==> config.mk <==
export PLATFORM = sky130hd
export DESIGN_NAME = axi_lite_selftest
export DESIGN_NICKNAME = d
export VERILOG_FILES = /design/src/axi_lite_selftest_pkg.sv /design/src/txn_sequencer.sv /design/src/axi_write_channel.sv /design/src/axi_read_channel.sv /design/src/axi_lite_selftest.sv
export VERILOG_INCLUDE_DIRS = /design/src /design/src/src
export SDC_FILE = /design/constraint.sdc
export NUM_CORES = 1
export LEC_CHECK = 0
export BUFFER_PORTS_ARGS = -buffer_cell sky130_fd_sc_hd__buf_4
export CORE_MARGIN = 2
export CORE_UTILIZATION = 46
export DETAILED_ROUTE_END_ITERATION = 12
export HOLD_SLACK_MARGIN = 0.12
export PLACE_DENSITY = 0.82
export SKIP_CTS_REPAIR_TIMING = 1
export SYNTH_ARGS = -nofsm -noshare
export SYNTH_HDL_FRONTEND = slang
export SYNTH_SLANG_ARGS = --single-unit
==> constraint.sdc <==
create_clock -name M_AXI_ACLK -period 1.95 [get_ports M_AXI_ACLK]
set_input_delay 0.0975 -clock M_AXI_ACLK [delete_from_list [all_inputs] [get_ports M_AXI_ACLK]]
set_output_delay 0.0975 -clock M_AXI_ACLK [all_outputs]
set_load 0.02 [all_outputs]
==> src/axi_lite_selftest_macros.svh <==
`ifndef AXI_LITE_SELFTEST_MACROS_SVH
`define AXI_LITE_SELFTEST_MACROS_SVH

// ---------------------------------------------------------------------------
// bus widths
// ---------------------------------------------------------------------------
`define AXI_ADDR_W 32
`define AXI_DATA_W 32

// ---------------------------------------------------------------------------
// run shape
// ---------------------------------------------------------------------------
`define TXN_NUM 4 // writes per run, same number of reads

`define SLAVE_BASE 32'h4000_0000 // offset 0 maps here
`define START_DATA 32'hAA00_0000 // value of word 0

// protection codes, data access
`define AWPROT_CODE 3'b000
`define ARPROT_CODE 3'b001 // privileged read

`endif

==> src/axi_lite_selftest_pkg.sv <==
`include "axi_lite_selftest_macros.svh"

package axi_lite_selftest_pkg;

	// ---------------------------------------------------------------------------
	// bus vectors
	// ---------------------------------------------------------------------------
	typedef logic [`AXI_ADDR_W-1:0] addr_t;
	typedef logic [`AXI_DATA_W-1:0] data_t;
	typedef logic [`AXI_DATA_W/8-1:0] strb_t; // one bit per byte lane
	typedef logic [2:0] prot_t;
	typedef logic [1:0] resp_t; // bit 1 set means SLVERR or DECERR

	// counts 0 up to and including TXN_NUM
	typedef logic [$clog2(`TXN_NUM+1)-1:0] txn_idx_t;

	// ---------------------------------------------------------------------------
	// run sequencer FSM
	// ---------------------------------------------------------------------------
	typedef enum logic [1:0]
	{
		seq_idle,    // waiting for a start edge
		seq_write,   // issuing writes one by one
		seq_read,    // issuing reads one by one
		seq_compare  // latch result, raise done
	} seq_state_t;

endpackage

==> src/txn_sequencer.sv <==
`timescale 1ns/10ps

module txn_sequencer
(
	input  logic M_AXI_ACLK,
	input  logic M_AXI_ARESETN,
	input  logic init_axi_txn,
	input  logic write_idle,
	input  logic writes_done,
	input  logic write_err,
	input  logic read_idle,
	input  logic reads_done,
	input  logic read_err,
	output logic run_clear,   // clears both channels for a new run
	output logic issue_write,
	output logic issue_read,
	output logic txn_done,
	output logic error
);

	import axi_lite_selftest_pkg::*;

	seq_state_t state;
	logic       init_ff;
	logic       init_ff2;
	logic       start_pulse;

	// ---------------------------------------------------------------------------
	// start edge
	// ---------------------------------------------------------------------------
	always_ff @(posedge M_AXI_ACLK)
	begin
		if (!M_AXI_ARESETN)
		begin
			init_ff  <= 1'b0;
			init_ff2 <= 1'b0;
		end
		else
		begin
			init_ff  <= init_axi_txn;
			init_ff2 <= init_ff;
		end
	end

	assign start_pulse = init_ff && !init_ff2;
	// a start edge mid-run is ignored
	assign run_clear   = start_pulse && (state == seq_idle);

	// ---------------------------------------------------------------------------
	// run FSM
	// ---------------------------------------------------------------------------
	always_ff @(posedge M_AXI_ACLK)
	begin
		if (!M_AXI_ARESETN)
		begin
			state       <= seq_idle;
			issue_write <= 1'b0;
			issue_read  <= 1'b0;
			txn_done    <= 1'b0;
			error       <= 1'b0;
		end
		else
		begin
			issue_write <= 1'b0; // issue lines are single-cycle
			issue_read  <= 1'b0;
			case (state)
				seq_idle:
				begin
					if (run_clear)
					begin
						state    <= seq_write;
						txn_done <= 1'b0;
						error    <= 1'b0;
					end
				end
				seq_write:
				begin
					if (writes_done)
						state <= seq_read;
					else if (write_idle && !issue_write)
						issue_write <= 1'b1; // next write once the last B is back
				end
				seq_read:
				begin
					if (reads_done)
						state <= seq_compare;
					else if (read_idle && !issue_read)
						issue_read <= 1'b1;
				end
				seq_compare:
				begin
					error    <= write_err || read_err;
					txn_done <= 1'b1;
					state    <= seq_idle;
				end
				default:
					state <= seq_idle;
			endcase
		end
	end

	// one transaction kind in flight, writes only while in the write phase
	a_issue_excl: assert property (@(posedge M_AXI_ACLK) disable iff (!M_AXI_ARESETN)
		!(issue_write && issue_read));
	a_issue_write_phase: assert property (@(posedge M_AXI_ACLK) disable iff (!M_AXI_ARESETN)
		issue_write |-> state == seq_write);

endmodule

==> src/axi_write_channel.sv <==
`timescale 1ns/10ps

`include "axi_lite_selftest_macros.svh"

module axi_write_channel
(
	input  logic                          M_AXI_ACLK,
	input  logic                          M_AXI_ARESETN,
	input  logic                          run_clear,
	input  logic                          issue_write,
	input  logic                          awready,
	input  logic                          wready,
	input  logic                          bvalid,
	input  axi_lite_selftest_pkg::resp_t bresp,
	output axi_lite_selftest_pkg::addr_t awaddr,
	output logic                          awvalid,
	output axi_lite_selftest_pkg::data_t wdata,
	output logic                          wvalid,
	output logic                          bready,
	output logic                          write_idle,
	output logic                          writes_done,
	output logic                          write_err
);

	import axi_lite_selftest_pkg::*;

	addr_t    aw_off; // byte offset from the slave base
	txn_idx_t w_idx;  // words accepted on W
	txn_idx_t b_cnt;  // responses accepted on B
	logic     busy;
	logic     aw_hs;
	logic     w_hs;
	logic     b_hs;

	assign aw_hs = awvalid && awready;
	assign w_hs  = wvalid && wready;
	assign b_hs  = bvalid && bready;

	assign awaddr = addr_t'(`SLAVE_BASE) + aw_off;
	assign wdata  = data_t'(`START_DATA) + data_t'(w_idx);

	// ---------------------------------------------------------------------------
	// AW and W valids, raised together
	// ---------------------------------------------------------------------------
	always_ff @(posedge M_AXI_ACLK)
	begin
		if (!M_AXI_ARESETN || run_clear)
		begin
			awvalid <= 1'b0;
			wvalid  <= 1'b0;
		end
		else if (issue_write)
		begin
			awvalid <= 1'b1;
			wvalid  <= 1'b1;
		end
		else
		begin
			if (aw_hs)
				awvalid <= 1'b0;
			if (w_hs)
				wvalid <= 1'b0; // each drops on its own ready
		end
	end

	// address and data advance after their handshakes
	always_ff @(posedge M_AXI_ACLK)
	begin
		if (!M_AXI_ARESETN || run_clear)
		begin
			aw_off <= '0;
			w_idx  <= '0;
		end
		else
		begin
			if (aw_hs)
				aw_off <= aw_off + addr_t'(4);
			if (w_hs)
				w_idx <= w_idx + 1'b1;
		end
	end

	// ---------------------------------------------------------------------------
	// B channel
	// ---------------------------------------------------------------------------
	always_ff @(posedge M_AXI_ACLK)
	begin
		if (!M_AXI_ARESETN || run_clear)
			bready <= 1'b0;
		else
			bready <= bvalid && !bready; // one-cycle pulse after bvalid
	end

	always_ff @(posedge M_AXI_ACLK)
	begin
		if (!M_AXI_ARESETN || run_clear)
		begin
			busy      <= 1'b0;
			b_cnt     <= '0;
			write_err <= 1'b0;
		end
		else
		begin
			if (issue_write)
				busy <= 1'b1;
			else if (b_hs)
				busy <= 1'b0; // transaction ends with its response
			if (b_hs)
			begin
				b_cnt <= b_cnt + 1'b1;
				if (bresp[1])
					write_err <= 1'b1;
			end
		end
	end

	assign write_idle  = !busy;
	assign writes_done = (b_cnt == txn_idx_t'(`TXN_NUM));

	a_awvalid_hold: assert property (@(posedge M_AXI_ACLK) disable iff (!M_AXI_ARESETN)
		awvalid && !awready |=> awvalid);
	a_wdata_stable: assert property (@(posedge M_AXI_ACLK) disable iff (!M_AXI_ARESETN)
		wvalid && !wready |=> $stable(wdata));

endmodule

==> src/axi_read_channel.sv <==
`timescale 1ns/10ps

`include "axi_lite_selftest_macros.svh"

module axi_read_channel
(
	input  logic                          M_AXI_ACLK,
	input  logic                          M_AXI_ARESETN,
	input  logic                          run_clear,
	input  logic                          issue_read,
	input  logic                          arready,
	input  logic                          rvalid,
	input  axi_lite_selftest_pkg::data_t rdata,
	input  axi_lite_selftest_pkg::resp_t rresp,
	output axi_lite_selftest_pkg::addr_t araddr,
	output logic                          arvalid,
	output logic                          rready,
	output logic                          read_idle,
	output logic                          reads_done,
	output logic                          read_err
);

	import axi_lite_selftest_pkg::*;

	addr_t    ar_off;
	txn_idx_t r_cnt;    // R handshakes so far, also the word index
	data_t    exp_data; // word the current read should return
	logic     busy;
	logic     ar_hs;
	logic     r_hs;
	logic     mismatch;

	assign ar_hs = arvalid && arready;
	assign r_hs  = rvalid && rready;

	assign araddr   = addr_t'(`SLAVE_BASE) + ar_off;
	assign exp_data = data_t'(`START_DATA) + data_t'(r_cnt);
	assign mismatch = (rdata != exp_data);

	// ---------------------------------------------------------------------------
	// AR channel
	// ---------------------------------------------------------------------------
	always_ff @(posedge M_AXI_ACLK)
	begin
		if (!M_AXI_ARESETN || run_clear)
			arvalid <= 1'b0;
		else if (issue_read)
			arvalid <= 1'b1;
		else if (ar_hs)
			arvalid <= 1'b0;
	end

	always_ff @(posedge M_AXI_ACLK)
	begin
		if (!M_AXI_ARESETN || run_clear)
			ar_off <= '0;
		else if (ar_hs)
			ar_off <= ar_off + addr_t'(4); // next word
	end

	// ---------------------------------------------------------------------------
	// R channel and checking
	// ---------------------------------------------------------------------------
	always_ff @(posedge M_AXI_ACLK)
	begin
		if (!M_AXI_ARESETN || run_clear)
			rready <= 1'b0;
		else
			rready <= rvalid && !rready;
	end

	always_ff @(posedge M_AXI_ACLK)
	begin
		if (!M_AXI_ARESETN || run_clear)
		begin
			busy     <= 1'b0;
			r_cnt    <= '0;
			read_err <= 1'b0;
		end
		else
		begin
			if (issue_read)
				busy <= 1'b1;
			else if (r_hs)
				busy <= 1'b0;
			if (r_hs)
			begin
				r_cnt <= r_cnt + 1'b1;
				// bad data or error response, either one fails the run
				if (mismatch || rresp[1])
					read_err <= 1'b1;
			end
		end
	end

	assign read_idle  = !busy;
	assign reads_done = (r_cnt == txn_idx_t'(`TXN_NUM));

	a_arvalid_hold: assert property (@(posedge M_AXI_ACLK) disable iff (!M_AXI_ARESETN)
		arvalid && !arready |=> arvalid);

endmodule

==> src/axi_lite_selftest.sv <==
`timescale 1ns/10ps

`include "axi_lite_selftest_macros.svh"

module axi_lite_selftest
(
	input  logic                          M_AXI_ACLK,
	input  logic                          M_AXI_ARESETN,
	input  logic                          init_axi_txn, // rising edge starts a run
	output logic                          txn_done,
	output logic                          error,
	// write address
	output axi_lite_selftest_pkg::addr_t m_axi_awaddr,
	output axi_lite_selftest_pkg::prot_t m_axi_awprot,
	output logic                          m_axi_awvalid,
	input  logic                          m_axi_awready,
	// write data
	output axi_lite_selftest_pkg::data_t m_axi_wdata,
	output axi_lite_selftest_pkg::strb_t m_axi_wstrb,
	output logic                          m_axi_wvalid,
	input  logic                          m_axi_wready,
	// write response
	input  logic                          m_axi_bvalid,
	input  axi_lite_selftest_pkg::resp_t m_axi_bresp,
	output logic                          m_axi_bready,
	// read address
	output axi_lite_selftest_pkg::addr_t m_axi_araddr,
	output axi_lite_selftest_pkg::prot_t m_axi_arprot,
	output logic                          m_axi_arvalid,
	input  logic                          m_axi_arready,
	// read data
	input  logic                          m_axi_rvalid,
	input  axi_lite_selftest_pkg::data_t m_axi_rdata,
	input  axi_lite_selftest_pkg::resp_t m_axi_rresp,
	output logic                          m_axi_rready
);

	import axi_lite_selftest_pkg::*;

	logic run_clear;
	logic issue_write;
	logic issue_read;
	logic write_idle;
	logic writes_done;
	logic write_err;
	logic read_idle;
	logic reads_done;
	logic read_err;

	// fixed sideband, all lanes written every time
	assign m_axi_awprot = prot_t'(`AWPROT_CODE);
	assign m_axi_arprot = prot_t'(`ARPROT_CODE);
	assign m_axi_wstrb  = '1;

	// ---------------------------------------------------------------------------
	// control
	// ---------------------------------------------------------------------------
	txn_sequencer u_seq
	(
		.M_AXI_ACLK    (M_AXI_ACLK),
		.M_AXI_ARESETN (M_AXI_ARESETN),
		.init_axi_txn  (init_axi_txn),
		.write_idle    (write_idle),
		.writes_done   (writes_done),
		.write_err     (write_err),
		.read_idle     (read_idle),
		.reads_done    (reads_done),
		.read_err      (read_err),
		.run_clear     (run_clear),
		.issue_write   (issue_write),
		.issue_read    (issue_read),
		.txn_done      (txn_done),
		.error         (error)
	);

	axi_write_channel u_wr
	(
		.M_AXI_ACLK    (M_AXI_ACLK),
		.M_AXI_ARESETN (M_AXI_ARESETN),
		.run_clear     (run_clear),
		.issue_write   (issue_write),
		.awready       (m_axi_awready),
		.wready        (m_axi_wready),
		.bvalid        (m_axi_bvalid),
		.bresp         (m_axi_bresp),
		.awaddr        (m_axi_awaddr),
		.awvalid       (m_axi_awvalid),
		.wdata         (m_axi_wdata),
		.wvalid        (m_axi_wvalid),
		.bready        (m_axi_bready),
		.write_idle    (write_idle),
		.writes_done   (writes_done),
		.write_err     (write_err)
	);

	axi_read_channel u_rd
	(
		.M_AXI_ACLK    (M_AXI_ACLK),
		.M_AXI_ARESETN (M_AXI_ARESETN),
		.run_clear     (run_clear),
		.issue_read    (issue_read),
		.arready       (m_axi_arready),
		.rvalid        (m_axi_rvalid),
		.rdata         (m_axi_rdata),
		.rresp         (m_axi_rresp),
		.araddr        (m_axi_araddr),
		.arvalid       (m_axi_arvalid),
		.rready        (m_axi_rready),
		.read_idle     (read_idle),
		.reads_done    (reads_done),
		.read_err      (read_err)
	);

endmodule

# ---- Yosys cells after proc, flatten, opt, wreduce, memory -nomap -nowiden
# Cells that the tools add are included.
dict set report word_totals {
  mem_bits_ro 0
  mem_bits_rw 0
  in_bits 44
  out_inout_bits 113
  mem_count 0
  reg_bits 90
  latch_bits 0
}
dict set report op_classes {
  eq_ne 9
  order_cmp 0
  n_mul 0
  bitwise 3
  n_reduce_logical 35
  div 0
  n_addsub 9
  mux 19
  shifts 0
}
# operator n
set op_table {}
lappend op_table {{31-bit by 32-bit adder with 32-bit output (first input constant)} 2}
lappend op_table {{32-bit by 3-bit adder with 32-bit output (first input constant)} 2}
lappend op_table {{32-bit by 3-bit adder with 32-bit output (second input constant)} 2}
lappend op_table {{32-bit inequality test} 1}
lappend op_table {{1-bit 2-to-1 mux} 13}
lappend op_table {{2-bit nonzero test} 6}
lappend op_table {{1-bit logical AND} 11}
lappend op_table {{3-bit by 1-bit adder with 3-bit output (second input constant)} 3}
lappend op_table {{1-bit logical NOT} 8}
lappend op_table {{2-bit case mux with 4 select lines} 1}
lappend op_table {{3-bit equality test (second input constant)} 2}
lappend op_table {{2-bit 2-to-1 mux} 3}
lappend op_table {{2-bit AND reduction} 3}
lappend op_table {{3-bit OR reduction} 2}
lappend op_table {{2-bit equality test (second input constant)} 2}
lappend op_table {{2-bit by 1-bit inequality test with 1-bit output (second input constant)} 2}
lappend op_table {{1-bit case mux with 2 select lines} 2}
lappend op_table {{1-bit logical OR} 3}
lappend op_table {{1-bit NOT} 3}
lappend op_table {{3-bit AND reduction} 1}
lappend op_table {{2-bit by 1-bit equality test with 1-bit output (second input constant)} 1}
lappend op_table {{2-bit logical NOT} 1}
lappend op_table {{2-bit inequality test (second input constant)} 1}

# ---- Depth between registers and ports, before layout
# Gate-level depths: netlist of run 1.
dict set report depth {
  depth_word 5
  mapped_depth 9
  depth_no_buf 6
}

# ---- Modules after synthesis
# Synthesis of run 1 repeated with hierarchy kept, for this count alone.
dict set report hier_totals {
  hier_cells 574
  area_unflattened_um2 4883.4
}
# mod n_inst cells_per_inst area_each_um2
set by_module_without_submodules {}
lappend by_module_without_submodules {axi_write_channel 1 282 2349.8}
lappend by_module_without_submodules {axi_read_channel 1 239 2044.5}
lappend by_module_without_submodules {txn_sequencer 1 41 406.6}
lappend by_module_without_submodules {axi_lite_selftest 1 12 82.6}

# ---- Worst setup path after synthesis of run 1
# Ideal clock, no wire load.
dict set report synth_timing {
  path_type {flip-flop to flip-flop}
  startpoint {register u_wr.awvalid}
  endpoint {register u_wr.aw_off[25]}
  required_time_ps 1880
  slack_ps -63
  path_buffers 1
  period_less_slack_ps 2013
  stages_incl_launch_ff 6
  t_arrival_ps 1943
  setup_ps 70
  path_cell_list {dfxtp_1 > nand4_2 > or4_1 > clkbuf_2 > or4_1 > a21oi_1}
}
dict set report synth_between {
  elab_chain_cells 1
}
# item line
set synth_rtl {}
lappend synth_rtl {{start, declared} axi_write_channel.sv:16} ;# output logic awvalid,
lappend synth_rtl {{start signal, assigned} axi_write_channel.sv:49} ;# awvalid <= 1'b0;
lappend synth_rtl {{start signal, assigned} axi_write_channel.sv:54} ;# awvalid <= 1'b1;
lappend synth_rtl {{start signal, assigned} axi_write_channel.sv:60} ;# awvalid <= 1'b0;
lappend synth_rtl {{1-bit logical AND} axi_write_channel.sv:35} ;# assign aw_hs = awvalid && awready;
lappend synth_rtl {{end signal, assigned} axi_write_channel.sv:77} ;# aw_off <= aw_off + addr_t'(4);
lappend synth_rtl {{end, declared} axi_write_channel.sv:27} ;# addr_t aw_off;
# No other way between the ends.
# A chain may end at the register's enable or synchronous reset.

# ---- Final worst setup path of run 1
dict set report layout_timing {
  startpoint {register u_wr.aw_off[2]}
  endpoint {register u_wr.aw_off[26]}
}
dict set report layout_between {
  elab_chain_cells 1
}
# item line
set layout_rtl {}
lappend layout_rtl {{32-bit by 3-bit adder with 32-bit output} axi_write_channel.sv:77}
# No other way between the ends.

==> summary by stage, run 1 <==
Placed design
In this run the tool buffered the top-level ports with 111 buffer cells. The total half-perimeter wirelength after legalization and detailed placement is 7700 um. Including well taps, the total number of placed cells is 776.

Summing all placed instances gives a cell area of 5390 um^2. The routability-driven placement congestion ratio is 0.793.

Finish
Compared with the post-synthesis result, the final layout area differs by 22.4%. With fillers left out, the area of the finished cells amounts to 5840 um^2. Of the cells placed in the final design, the portion with a size suffix greater than 1 is 29.1%. The non-filler instance count after layout is 810. The number of antenna diodes in the final layout is 0.

The net count of the finished layout is 725. The number of fillers in the final layout is 891.

Setup path
For this run, the slowest stage of the critical path takes 0.54 ns. The type of element capturing the critical path is a flip-flop. Together, buffers and inverters on the worst path number 1. Along the worst path, the maximum fanout reaches 8. Traced cell by cell, the critical path runs through ha_2 > nand3_2 > or4_4 > buf_8 > or4_1 > a21oi_1. The cell depth of the worst flop-to-flop path is 6. The reg-to-reg setup timing slack is 0.0002 ns. The slowest library cell on the worst path is or4_4. The data required time of the critical path is 2.25 ns. In this run the worst setup path begins at u_wr.aw_off[2]. The endpoint identified for the worst register-to-register timing path is u_wr.aw_off[26]. The critical path is of the reg2reg type. The instance count on the critical path is 6.

The worst setup path is launched from a flip-flop. The start of the worst register-to-register path is u_wr.aw_off[2]. On the critical path the largest part of the delay comes from simple AND/OR/NAND/NOR gates. The arrival time at the worst endpoint is 2.25 ns.

STA
Setup repair after global routing could not meet its margin everywhere. The clock arrives with 0.00859 ns of skew. The final number of hold-violating endpoints is 0. The setup-violating endpoint count in the final report is 0.

For this run, the top clock speed supported by timing is 0.513 GHz. The worst path uses 100% of the clock period. The minimum clock period after layout is 1.95 ns. Hold timing on the final database bottoms out at a slack of 0.145 ns. The max-slew violation count is 0.

Floorplan
The number of top-level design ports is 157. Once the floorplan was initialized, standard cells occupied 46.8% of the core. The die boundary width is 106 um. The die footprint is 11200 um^2. The number of cell rows is 37.

The height of the die is 106 um. The region available for standard cell placement spans 10200 um^2.

Yosys
The average size of a mapped cell is 8.35 um^2. The number of warnings printed during yosys synthesis is 0. The most used flip-flop cell after synthesis is dfxtp_1. Sorting the synthesized cells by area gives the leading types as dfxtp_1 (36%), buf_4 (16%), a21oi_1 (5.2%). In this run, distinct cell masters in the synthesized netlist total 41. In the post-synthesis netlist, the cell with the most instances is buf_4.

Ranked by instance count, the synthesized netlist is headed by buf_4 (99), dfxtp_1 (86), a21oi_1 (50). The proportion of synthesized chip area in sequential cells is 36.1%. Yosys mapped a number of flops with a built-in enable equal to 0. Of all flip-flops after synthesis, the portion carrying an async set or reset was 0%. The number of storage elements in the synthesis netlist is 86.

The number of instances in the synthesized netlist is 571. The library cell with the largest summed area after synthesis is dfxtp_1. The area fraction of the dominant cell type after synthesis is 36.1%. The netlist area before placement is 4770 um^2.

Min path
The path with the worst hold slack has its endpoint at u_rd.read_err. The worst hold path begins at m_axi_rresp[1]. The worst hold path belongs to the class in2reg. Counting instances, the worst hold path has a depth of 5.

Pwr
The internal portion of the total power is 2.63 mW. The clock share of power is 34.2%. The part of the total power dissipated in combinational logic is 15.0%. The net switching power of the design is 1.05 mW. The worst-case IR drop observed on VDD is 0.000467 V. For this design the static power due to leakage is 2.30 nW. The power density of the placed cells is 630 nW/um^2. Of the total power, the share spent switching nets is 28.6%. Summing internal, switching and leakage power gives 3.68 mW. The share of total power dissipated in sequential elements is 50.8%.

Detailed routing
The wire length per cell is 13.7 um. The count of TritonRoute iterations in the first routing pass is 4. The detailed-route via count is 4236.

The number of antenna-violating nets in the routed design is 0. After the first detailed-routing iteration, the DRC count stood at 224. The overall routed net length is 11100 um. After detailed routing, the number of vias per cell comes to 5.23. The total DRC errors in the routed layout is 0.

CTS
The count of H-tree levels built during CTS is 3. Clock-pin slew was measured on the worst setup and hold paths at 0.09 ns. The number of buffers on the longest clock path is 2. The tree is rooted in a clkbuf_8. Clock tree synthesis found a total of 86 sinks. Clock tree synthesis inserted a total of 9 buffers. The later-pin clock latency in the skew report is 0.36 ns. The CTS tree is yes.

GRT
Entering global routing, the biggest net connects 47 pins. The number of antenna violations at the first check in global routing is 0. The via count of the first global-routing pass is 3864. The first global-routing pass estimated 17300 um of wire. Global routing used 18.7% of the available tracks.

After global routing the overflow that remains totals 0.

Run
The tool flagged a number of max-cap violations equal to 0.

Run status
The flow ran to the end, and the final reports show no timing, DRC or antenna violations.
[metal layers]
| metal | track usage (%) | vias up | wire, um |
|---|---|---|---|
| met3 | 4.95 | 14 | 726 |
| met4 | 6.86 | 0 | 174 |
| met1 | 21.7 | 2017 | 4600 |
| li1 | - | 2068 | - |
| met2 | 32.9 | 137 | 5600 |
| met5 | 0 | - | 0 |
[logic make-up after synthesis]
family | Yosys count | share of synthesized area (%)
and+or+nand+nor | 198 | 23.3
buffers and inverters | 146 | 19.6
AOI/OAI and AO/OA | 95 | 11.8
DFF | 86 | 36.1
xor gates and xnor gates | 31 | 5.69
adders and majority gates | 12 | 3.15
other | 2 | 0.157
muxes | 1 | 0.210
[registers in the layout (all words and copies together) (netlist names)]
register,flops
u_rd.busy,1
u_wr.aw_off,30
u_seq.init_ff2,1
u_seq.issue_read,1
u_rd.read_err,1
u_rd.r_cnt,3
u_wr.write_err,1
u_rd.rready,1
u_seq.issue_write,1
u_rd.ar_off,30
u_wr.b_cnt,3
u_seq.init_ff,1
u_rd.arvalid,1
u_seq.state,2
u_wr.awvalid,1
u_wr.w_idx,3
u_wr.wvalid,1
u_seq.error,1
u_wr.busy,1
u_wr.bready,1
u_seq.txn_done,1
[final cells by class]
type                            instances  area [um^2]  share of cell area, %
Sequential cell                        86         1730                   29.7
Inverter                               27          101                   1.74
Multi-Input combinational cell        382         2360                   40.3
Clock buffer                           11          131                   2.25
Clock inverter                          5         60.1                   1.03
Timing Repair Buffer                  163         1290                   22.1
Tap cell                              136          170                   2.91
[worst register-to-register path, delay by kind of cell (launching register included)]
family,cells,cell delay (ns)
AND/OR/NAND/NOR,3,1.10
flip-flops,1,0.34
adder cells (fa/ha/maj),1,0.18
buffers and inverters,1,0.15
AO/OA/AOI/OAI,1,0.13
[per-stage QoR]
stage | util [%] | setup TNS [ns] | worst slack, ns
floorplan | - | 0 | 0.00380
global placement | 52.9 | -0.0221 | -0.0221
detailed placement | 52.9 | -0.0337 | -0.0173
CTS | 54.8 | -0.206 | -0.0465
global route | 57.3 | -0.669 | -0.0703
finish | 57.3 | 0 | 0.000219
[cells in the final DEF (no fill, tap or decap), types with 11 or more instances in the layout]
cell type / n
xnor2_1: 18
nor3_1: 13
conb_1: 43
or4_1: 21
nor2_1: 41
nand3_1: 26
a21oi_1: 49
nand4_1: 15
inv_1: 27
ha_1: 11
nand2_1: 29
xor2_1: 13
nor4_1: 12
o21ai_0: 11
o31ai_1: 22
buf_4: 149
dfxtp_1: 78
[how the worst max path moves through the flow]
stage                            endpoint  slack [ns]
final                     u_wr.aw_off[26]      0.0002
after global routing      u_wr.aw_off[25]       -0.07
after CTS                 u_wr.aw_off[26]       -0.05
after detailed placement  u_wr.aw_off[26]       -0.02
after global placement    u_wr.aw_off[26]       -0.02
after floorplan           u_wr.aw_off[26]       0.004
[power groups by stage]
stage               clock network, mW  logic [mW]  registers (mW)
floorplan                           0       0.399            1.91
global placement                    0       0.503            1.90
detailed placement                  0       0.533            1.91
CTS                              1.28       0.534            1.87
global route                     1.34       0.611            1.88
finish                           1.26       0.553            1.87
Note: power is estimated with default switching activity, not from simulation.
==> inputs of run 2 (changes only) <==
Settings changed: BUFFER_PORTS_ARGS -buffer_cell sky130_fd_sc_hd__buf_4 to -buffer_cell sky130_fd_sc_hd__buf_2.
==> run 2 against run 1 <==
The run now ends with negative setup slack left. Power rose by 3.9%. Maximum frequency down 1.1%. Die area unchanged. Via count up 0.57%. Setup slack worse by 0.022 ns. Combinational power is 7.1% lower. Largest cell class unchanged. Routed wire length increased by 0.92%. Sequential cell count unchanged. Critical path depth fell by 2. Critical endpoint is now u_rd.ar_off[27]. Highest routed layer unchanged. Sequential power is essentially flat.
==> summary by stage, run 2 (synthesis gave the netlist of run 1 again) <==
GRT
The met1 track utilization from global routing came to 20.8% (-0.91 points). The met3 global-route usage is 3.53% (-1.4 points). The overall track demand over capacity in global routing is 17.5% (-1.2 points). The number of antenna violations at the first check in global routing is 0 (unchanged).

After global routing, the most crowded layer is met2. The pin count of the biggest net entering global routing is 78 (+66%). The met2 global-route usage is 31.8% (-1.1 points). The total grt overflow is 0 (unchanged).

The first-pass GRT wire length is 16300 um (-5.7%). The via count of the first global-routing pass is 3732 (-3.4%).

Detailed routing
The mean number of vias per cell is 5.25 (+0.32%). The number of antenna-violating nets in the routed design is 0 (unchanged). The detailed-route via count was 4260 (+0.57%). The count of TritonRoute iterations in the first routing pass is 4 (unchanged). The total DRC errors in the routed layout was 0 (unchanged).

The wire length per cell is 13.8 um (+0.67%). The overall routed net length is 11200 um (+0.92%). The number of DRC markers after the initial detailed-route iteration came to 233 (+4.0%).

Setup path
The critical path launch point type is a flip-flop. The arrival time at the worst endpoint was 2.24 ns (about the same). The reg-to-reg setup timing slack was -0.02 ns (-0.02 ns).

The startpoint-to-endpoint class of the critical path is reg2reg. The start of the worst register-to-register path is u_rd.ar_off[6]. The largest driver fanout on the critical path came to 7 (-1).

In this run the critical register-to-register path is captured at u_rd.ar_off[27]. The cell depth of the worst flop-to-flop path is 4 (-2). The type of element capturing the critical path is a flip-flop. The data required time of the critical path is 2.22 ns (-0.03 ns).

STA
The max-slew violation count came to 0 (unchanged). Setup repair after global routing could not meet its margin everywhere. The setup-violating endpoint count in the final report is 4 (+4). The worst clock skew is 0.0110 ns (+0.00244 ns). The minimum clock period after layout is 1.97 ns (+0.0220 ns).

The worst hold slack is 0.133 ns (-0.0119 ns). The setup TNS after final layout is -0.0670 ns (-0.0670 ns). The final clock period utilization by the worst path is 101% (+1.1 points). The final number of hold-violating endpoints is 0 (unchanged).

The highest clock frequency the design can meet is 0.507 GHz (-1.1%). The post-route worst setup slack is -0.0218 ns (-0.0220 ns).

Pwr
The power consumption is 3.82 mW (+3.9%). The net switching power of the design came to 1.06 mW (+1.0%). The part of the total power dissipated in combinational logic is 13.4% (-1.6 points). The internal power summed over all cells is 2.76 mW (+5.1%). The clock share of power is 37.7% (+3.5 points). The static power due to leakage is 2.33 nW (+1.5%).

The peak supply drop is 0.000418 V (-10%). The switching part of the total is 27.8% (-0.79 points). The power density of the placed cells is 663 nW/um^2 (+5.4%).

The sequential share of power is 48.9% (-1.9 points).

Run status
The flow ran to the end, but the final reports show violations. The final reports fail on negative setup slack.

Min path
For hold timing, the worst endpoint is u_wr.awvalid. The origin of the worst min-delay path is m_axi_awready. The worst hold path cell count is 4 (-1). The class of the tightest hold or removal check is in2reg.

CTS
TritonCTS built the clock tree. The number of buffers on the longest clock path is 2 (unchanged). The TritonCTS sink count is 86 (unchanged). The cell at the root of the clock tree is clkbuf_8. The count of H-tree levels built during CTS is 3 (unchanged). The clock-pin slew reported for the worst setup and hold paths after clock tree synthesis is 0.09 ns (about the same). The later-pin clock latency in the skew report is 0.35 ns (about the same). The number of CTS-inserted buffers is 9 (unchanged).

Floorplan
The die boundary width is 106 um (unchanged). The effective utilization at floorplan is 46.8% (unchanged). The die footprint was 11200 um^2 (unchanged). The height of the die is 106 um (unchanged). The core region area is 10200 um^2 (unchanged).

The number of cell rows is 37 (unchanged). The number of top-level design ports was 157 (unchanged).

Finish
The largest registers in the layout are u_rd.ar_off: 30 flops, u_wr.aw_off: 30 flops. The ratio of cells with drive above 1 in the final layout was 32.2% (+3.2 points). The number of fillers in the final layout is 921 (+3.4%). The area of the multi-input gates is 2460 um^2 (+4.6%).

The number of antenna cells inserted came to 0 (unchanged). The non-filler instance count after layout is 812 (+0.25%). The library cells used most frequently in the layout, excluding fill and tap cells, are buf_2 (111), dfxtp_1 (80), conb_1 (43).

The area of all sequential standard cells is 1730 um^2 (+0.14%). The area overhead of the layout relative to synthesis is 20.8%. The number of nets in the layout is 727 (+0.28%). The library cell used most frequently in the layout, excluding fill and tap cells, is buf_2.

Placed design
The routability-driven placement congestion ratio came to 0.782 (-1.4%). The count of placed standard cells including taps is 773 (-0.39%). The total half-perimeter wirelength after legalization and detailed placement came to 7330 um (-4.8%). The pre-CTS worst setup slack is -0.0639 ns (-0.0466 ns). The number of I/O port buffers is 111 (unchanged).

Run
The number of maximum-capacitance constraint violations was 0 (unchanged).
## run 2: cell types whose count changed in the layout (fill, tap and decap cells not counted), sizes merged
cell,before,now
inv,27,29
clkbuf,11,12
clkinv,3,1
bufinv,1,2
## run 2: metrics by stage
stage,area [um^2],utilization [%]
6_report,5760,56.5
5_1_grt,5760,56.5
4_1_cts,5310,52.1
3_5_place_dp,5080,49.9
3_3_place_gp,5080,49.9
2_1_floorplan,4930,-
## run 2: layout make-up
type | instances | share of cell area (%)
clock buffer | 10 | 2.39
timing repair buffer | 165 | 18.4
tap | 136 | 2.95
multi-input combinational | 382 | 42.8
clock inverter | 6 | 1.61
sequential | 86 | 30.1
inverter | 27 | 1.76
## run 2: power by group through the flow
stage	sequential (mW)	clock (mW)	combinational, mW
6_report	1.87	1.44	0.514
5_1_grt	1.88	1.54	0.580
4_1_cts	1.86	1.47	0.486
3_5_place_dp	1.91	0	0.485
3_3_place_gp	1.90	0	0.459
2_1_floorplan	1.91	0	0.399
## run 2: layer usage
| metal | share of wire, % | vias up |
|---|---|---|
| li1 | - | 2077 |
| met3 | 5.2 | 6 |
| met2 | 52 | 133 |
| met4 | 0.69 | 0 |
| met5 | 0 | - |
| met1 | 42 | 2044 |
## run 2: worst max path at each step
stage                               from         endpoint  slack, ns  cells after the start
after global routing      u_rd.ar_off[4]  u_rd.ar_off[27]      -0.07                      4
after detailed placement  u_wr.aw_off[2]  u_wr.aw_off[26]      -0.06                      6
final                     u_rd.ar_off[6]  u_rd.ar_off[27]      -0.02                      4
after CTS                 u_wr.aw_off[2]  u_wr.aw_off[26]      -0.08                      6
after global placement    u_wr.aw_off[2]  u_wr.aw_off[26]      -0.02                      6
after floorplan           u_wr.aw_off[3]  u_wr.aw_off[26]      0.004                      6
## run 2: critical path, cell delays in order (launching register included)
cell	delay [ns]
dfxtp_1	0.34
nand4_1	0.23
or4_4	0.65
or4_4	0.53
a21oi_1	0.15
==> inputs of run 3 (changes only) <==
Settings changed: ABC_AREA set to 1, CORE_UTILIZATION 46 to 47.
==> run 3 against run 2 <==
The run now ends clean. Via count is 4.5% higher. Largest power group unchanged. Non-clock buffer count decreased by 41. Register-to-register slack gained 0.35 ns. Die area grew 5.7%.
==> summary by stage, run 3 <==
Yosys
The number of instances in the synthesized netlist was 760 (+33%). The most used flip-flop cell after synthesis is dfxtp_1. The number of warnings printed during yosys synthesis is 0 (unchanged). The proportion of synthesized chip area in sequential cells is 33.4% (-2.7 points). The netlist area before placement came to 5160 um^2 (+8.2%). The number of flops mapped to enable cells by yosys is 0 (unchanged).

In the post-synthesis netlist, the cell with the most instances is nand2_1. The area fraction of the dominant cell type after synthesis is 33.4% (-2.7 points). The proportion of synthesized flip-flops having asynchronous set or reset is 0% (unchanged). The number of storage elements in the synthesis netlist is 86 (unchanged). The average size of a mapped cell is 6.79 um^2 (-19%). The number of distinct library cells after synthesis is 35 (-15%). The library cell with the largest summed area after synthesis is dfxtp_1. After synthesis, the cell types taking the most area are dfxtp_1 (33%), buf_4 (14%), nand2_1 (11%). By count the netlist is led by nand2_1 (152), inv_1 (111), nor2_1 (103).

Detailed routing
The mean number of vias per cell is 4.57 (-13%). The total DRC errors in the routed layout is 0 (unchanged). The detailed-route via count is 4451 (+4.5%). The overall routed net length was 10400 um (-7.4%). The number of DRC markers after the initial detailed-route iteration is 219 (-6.0%).

The number of antenna-violating nets in the routed design is 0 (unchanged). The count of TritonRoute iterations in the first routing pass is 4 (unchanged). The wire length per cell is 10.6 um (-23%).

STA
The worst hold slack came to 0.203 ns (+0.0700 ns). The final number of hold-violating endpoints is 0 (unchanged). The final clock period utilization by the worst path came to 82.9% (-18 points).

Setup repair after global routing left no endpoint under its margin. The worst clock skew was 0.00604 ns (-0.00499 ns). The minimum clock period after layout is 1.62 ns (-0.355 ns). The highest clock frequency the design can meet is 0.618 GHz (+22%). The post-route worst setup slack is 0.333 ns (+0.355 ns).

The setup TNS after final layout is 0 ns (+0.0670 ns). The max-slew violation count was 0 (unchanged). The setup-violating endpoint count in the final report is 0 (-4).

CTS
The cell at the root of the clock tree is clkbuf_8. The count of H-tree levels built during CTS came to 3 (unchanged). The later-pin clock latency in the skew report is 0.37 ns (+0.02 ns). The CTS tree is yes.

The TritonCTS sink count is 86 (unchanged). The clock-pin slew reported for the worst setup and hold paths after clock tree synthesis came to 0.08 ns (about the same). The number of CTS-inserted buffers was 9 (unchanged). The number of buffers on the longest clock path was 2 (unchanged).

Finish
The area growth from synthesis to layout is 8.19%. The ratio of cells with drive above 1 in the final layout is 18.8% (-13 points). The number of nets in the layout is 886 (+22%). The number of fillers in the final layout is 1082 (+17%). The number of antenna cells inserted was 0 (unchanged).

The top cell types in the final layout, fill and taps aside, are nand2_1 (152), inv_1 (111), buf_2 (111). The library cell used most frequently in the layout, excluding fill and tap cells, is nand2_1. The largest registers in the layout are u_rd.ar_off: 30 flops, u_wr.aw_off: 30 flops.

Floorplan
The effective utilization at floorplan was 47.8% (+0.99 points). The number of cell rows was 38 (+2.7%). The core region area came to 10800 um^2 (+6.0%). The height of the die is 109 um (+2.8%). The die boundary width is 109 um (+2.8%). The number of top-level design ports was 157 (unchanged).

The die footprint is 11800 um^2 (+5.7%).

Setup path
The cell depth of the worst flop-to-flop path came to 8 (+4). The data required time of the critical path is 2.22 ns (about the same). The largest driver fanout on the critical path came to 5 (-2).

The count of buffer and inverter cells on the critical path is 1 (+1). The most prevalent standard cell on the critical path is nor2_1. The arrival time at the worst endpoint is 1.89 ns (-0.35 ns). The delay of the slowest critical-path stage is 0.39 ns (-0.26 ns). Walking the worst path, the cells encountered are ha_1 > inv_1 > nor2_1 > nand2_1 > nor2_1 > nand3_1 > o21ai_0 > nor2_1. The reg-to-reg setup timing slack was 0.33 ns (+0.35 ns).

The family with the most delay on the worst path is simple AND/OR/NAND/NOR gates. The endpoint of the worst register-to-register path is u_wr.aw_off[30]. In this run the critical register-to-register path is launched from u_wr.aw_off[2]. The critical path launch point type is a flip-flop. The critical path is of the reg2reg type.

The worst setup path is captured at a flip-flop. The slowest library cell on the worst path is dfxtp_1.

Placed design
The pre-CTS worst setup slack is 0.354 ns (+0.418 ns). The number of I/O port buffers is 111 (unchanged). The total half-perimeter wirelength after legalization and detailed placement was 7960 um (+8.5%).

The routability-driven placement congestion ratio is 0.862 (+10%).

Pwr
The static power due to leakage is 2.58 nW (+11%). The power consumption is 3.73 mW (-2.3%). The peak supply drop was 0.000355 V (-15%). The power density of the placed cells was 668 nW/um^2 (+0.73%).

Min path
The worst hold path cell count was 7 (+3). The origin of the worst min-delay path is m_axi_rdata[5]. The min-delay analysis places its worst path in the category in2reg. For hold timing, the worst endpoint is u_rd.read_err.

Run
The number of maximum-capacitance constraint violations is 0 (unchanged).

GRT
The via count of the first global-routing pass came to 3994 (+7.0%). The first-pass GRT wire length is 17200 um (+5.1%). The overall track demand over capacity in global routing is 18.2% (+0.67 points). The total grt overflow is 0 (unchanged). The pin count of the biggest net entering global routing was 29 (-63%). The number of antenna violations at the first check in global routing is 0 (unchanged).

Run status
The run finished with clean final reports.
[run 3: cell types whose count changed in the layout (fill, tap and decap cells not counted), sizes merged, moves of 18 or more]
cell,delta
o31ai,-25
o21ai,+21
or4,-29
xnor2,-18
nor2,+76
inv,+83
nand2,+129
buf,-38
[run 3: power breakdown]
| part | switching [mW] | internal [mW] |
|---|---|---|
| Clock | 0.638 | 0.656 |
| Sequential | 0.0510 | 1.82 |
| Combinational | 0.383 | 0.185 |
| Total | 1.07 | 2.66 |
[run 3: routing by layer]
layer  vias up  routed length [um]  global-route usage [%]
li1       2358                   -                       -
met1      1986                4850                    22.0
met2        92                4850                    31.0
met3        15                 490                    4.30
met4         0                 191                    7.51
met5         -                   0                       0
[run 3: how the worst max path moves through the flow]
stage              startpoint              end  slack [ns]  cells past startpoint
2_1_floorplan    u_rd.arvalid  u_rd.ar_off[18]        0.54                      7
3_3_place_gp   u_wr.aw_off[2]  u_wr.aw_off[30]        0.37                      8
3_5_place_dp   u_wr.aw_off[3]  u_wr.aw_off[30]        0.35                      8
4_1_cts        u_wr.aw_off[3]  u_wr.aw_off[30]        0.35                      8
5_1_grt        u_rd.ar_off[3]  u_rd.ar_off[30]        0.13                      8
6_report       u_wr.aw_off[2]  u_wr.aw_off[30]        0.33                      8
[run 3: worst register-to-register path: cells and delay by family (launching register included)]
kind	cells	cell delay, ns
AO/OA/AOI/OAI	1	0.18
adder cells (fa/ha/maj)	1	0.16
buffers and inverters	1	0.04
flip-flops	1	0.39
AND/OR/NAND/NOR	5	0.75
[run 3: layout make-up]
class	count	area, um^2	share of cell area, %
repair buffers	124	676	12.1
multi-input cells	497	2390	42.8
clock buffers	12	155	2.78
well taps	140	175	3.14
flip-flops and latches	86	1720	30.8
clock inverters	4	45.0	0.807
inverters	112	420	7.53
[run 3: stage by stage]
step / cells / util (%) / instance area, um^2
after detailed placement: 950 / 49.0 / 5290
after floorplan: 801 / - / 5320
after global placement: 950 / 49.0 / 5290
after CTS: 966 / 50.9 / 5490
final: 975 / 51.7 / 5580
after global routing: 975 / 51.7 / 5580
[run 3: cell families (layout without fill, tap and decap cells)]
kind of cell	after synthesis	after routing	synth area share, %
other cells	2	43	0.146
compound gates	81	81	8.29
simple gates	347	347	29.6
xor+xnor	14	14	2.38
buf+inv	218	252	23.3
fa+ha+maj	12	12	2.91
flops	86	86	33.4
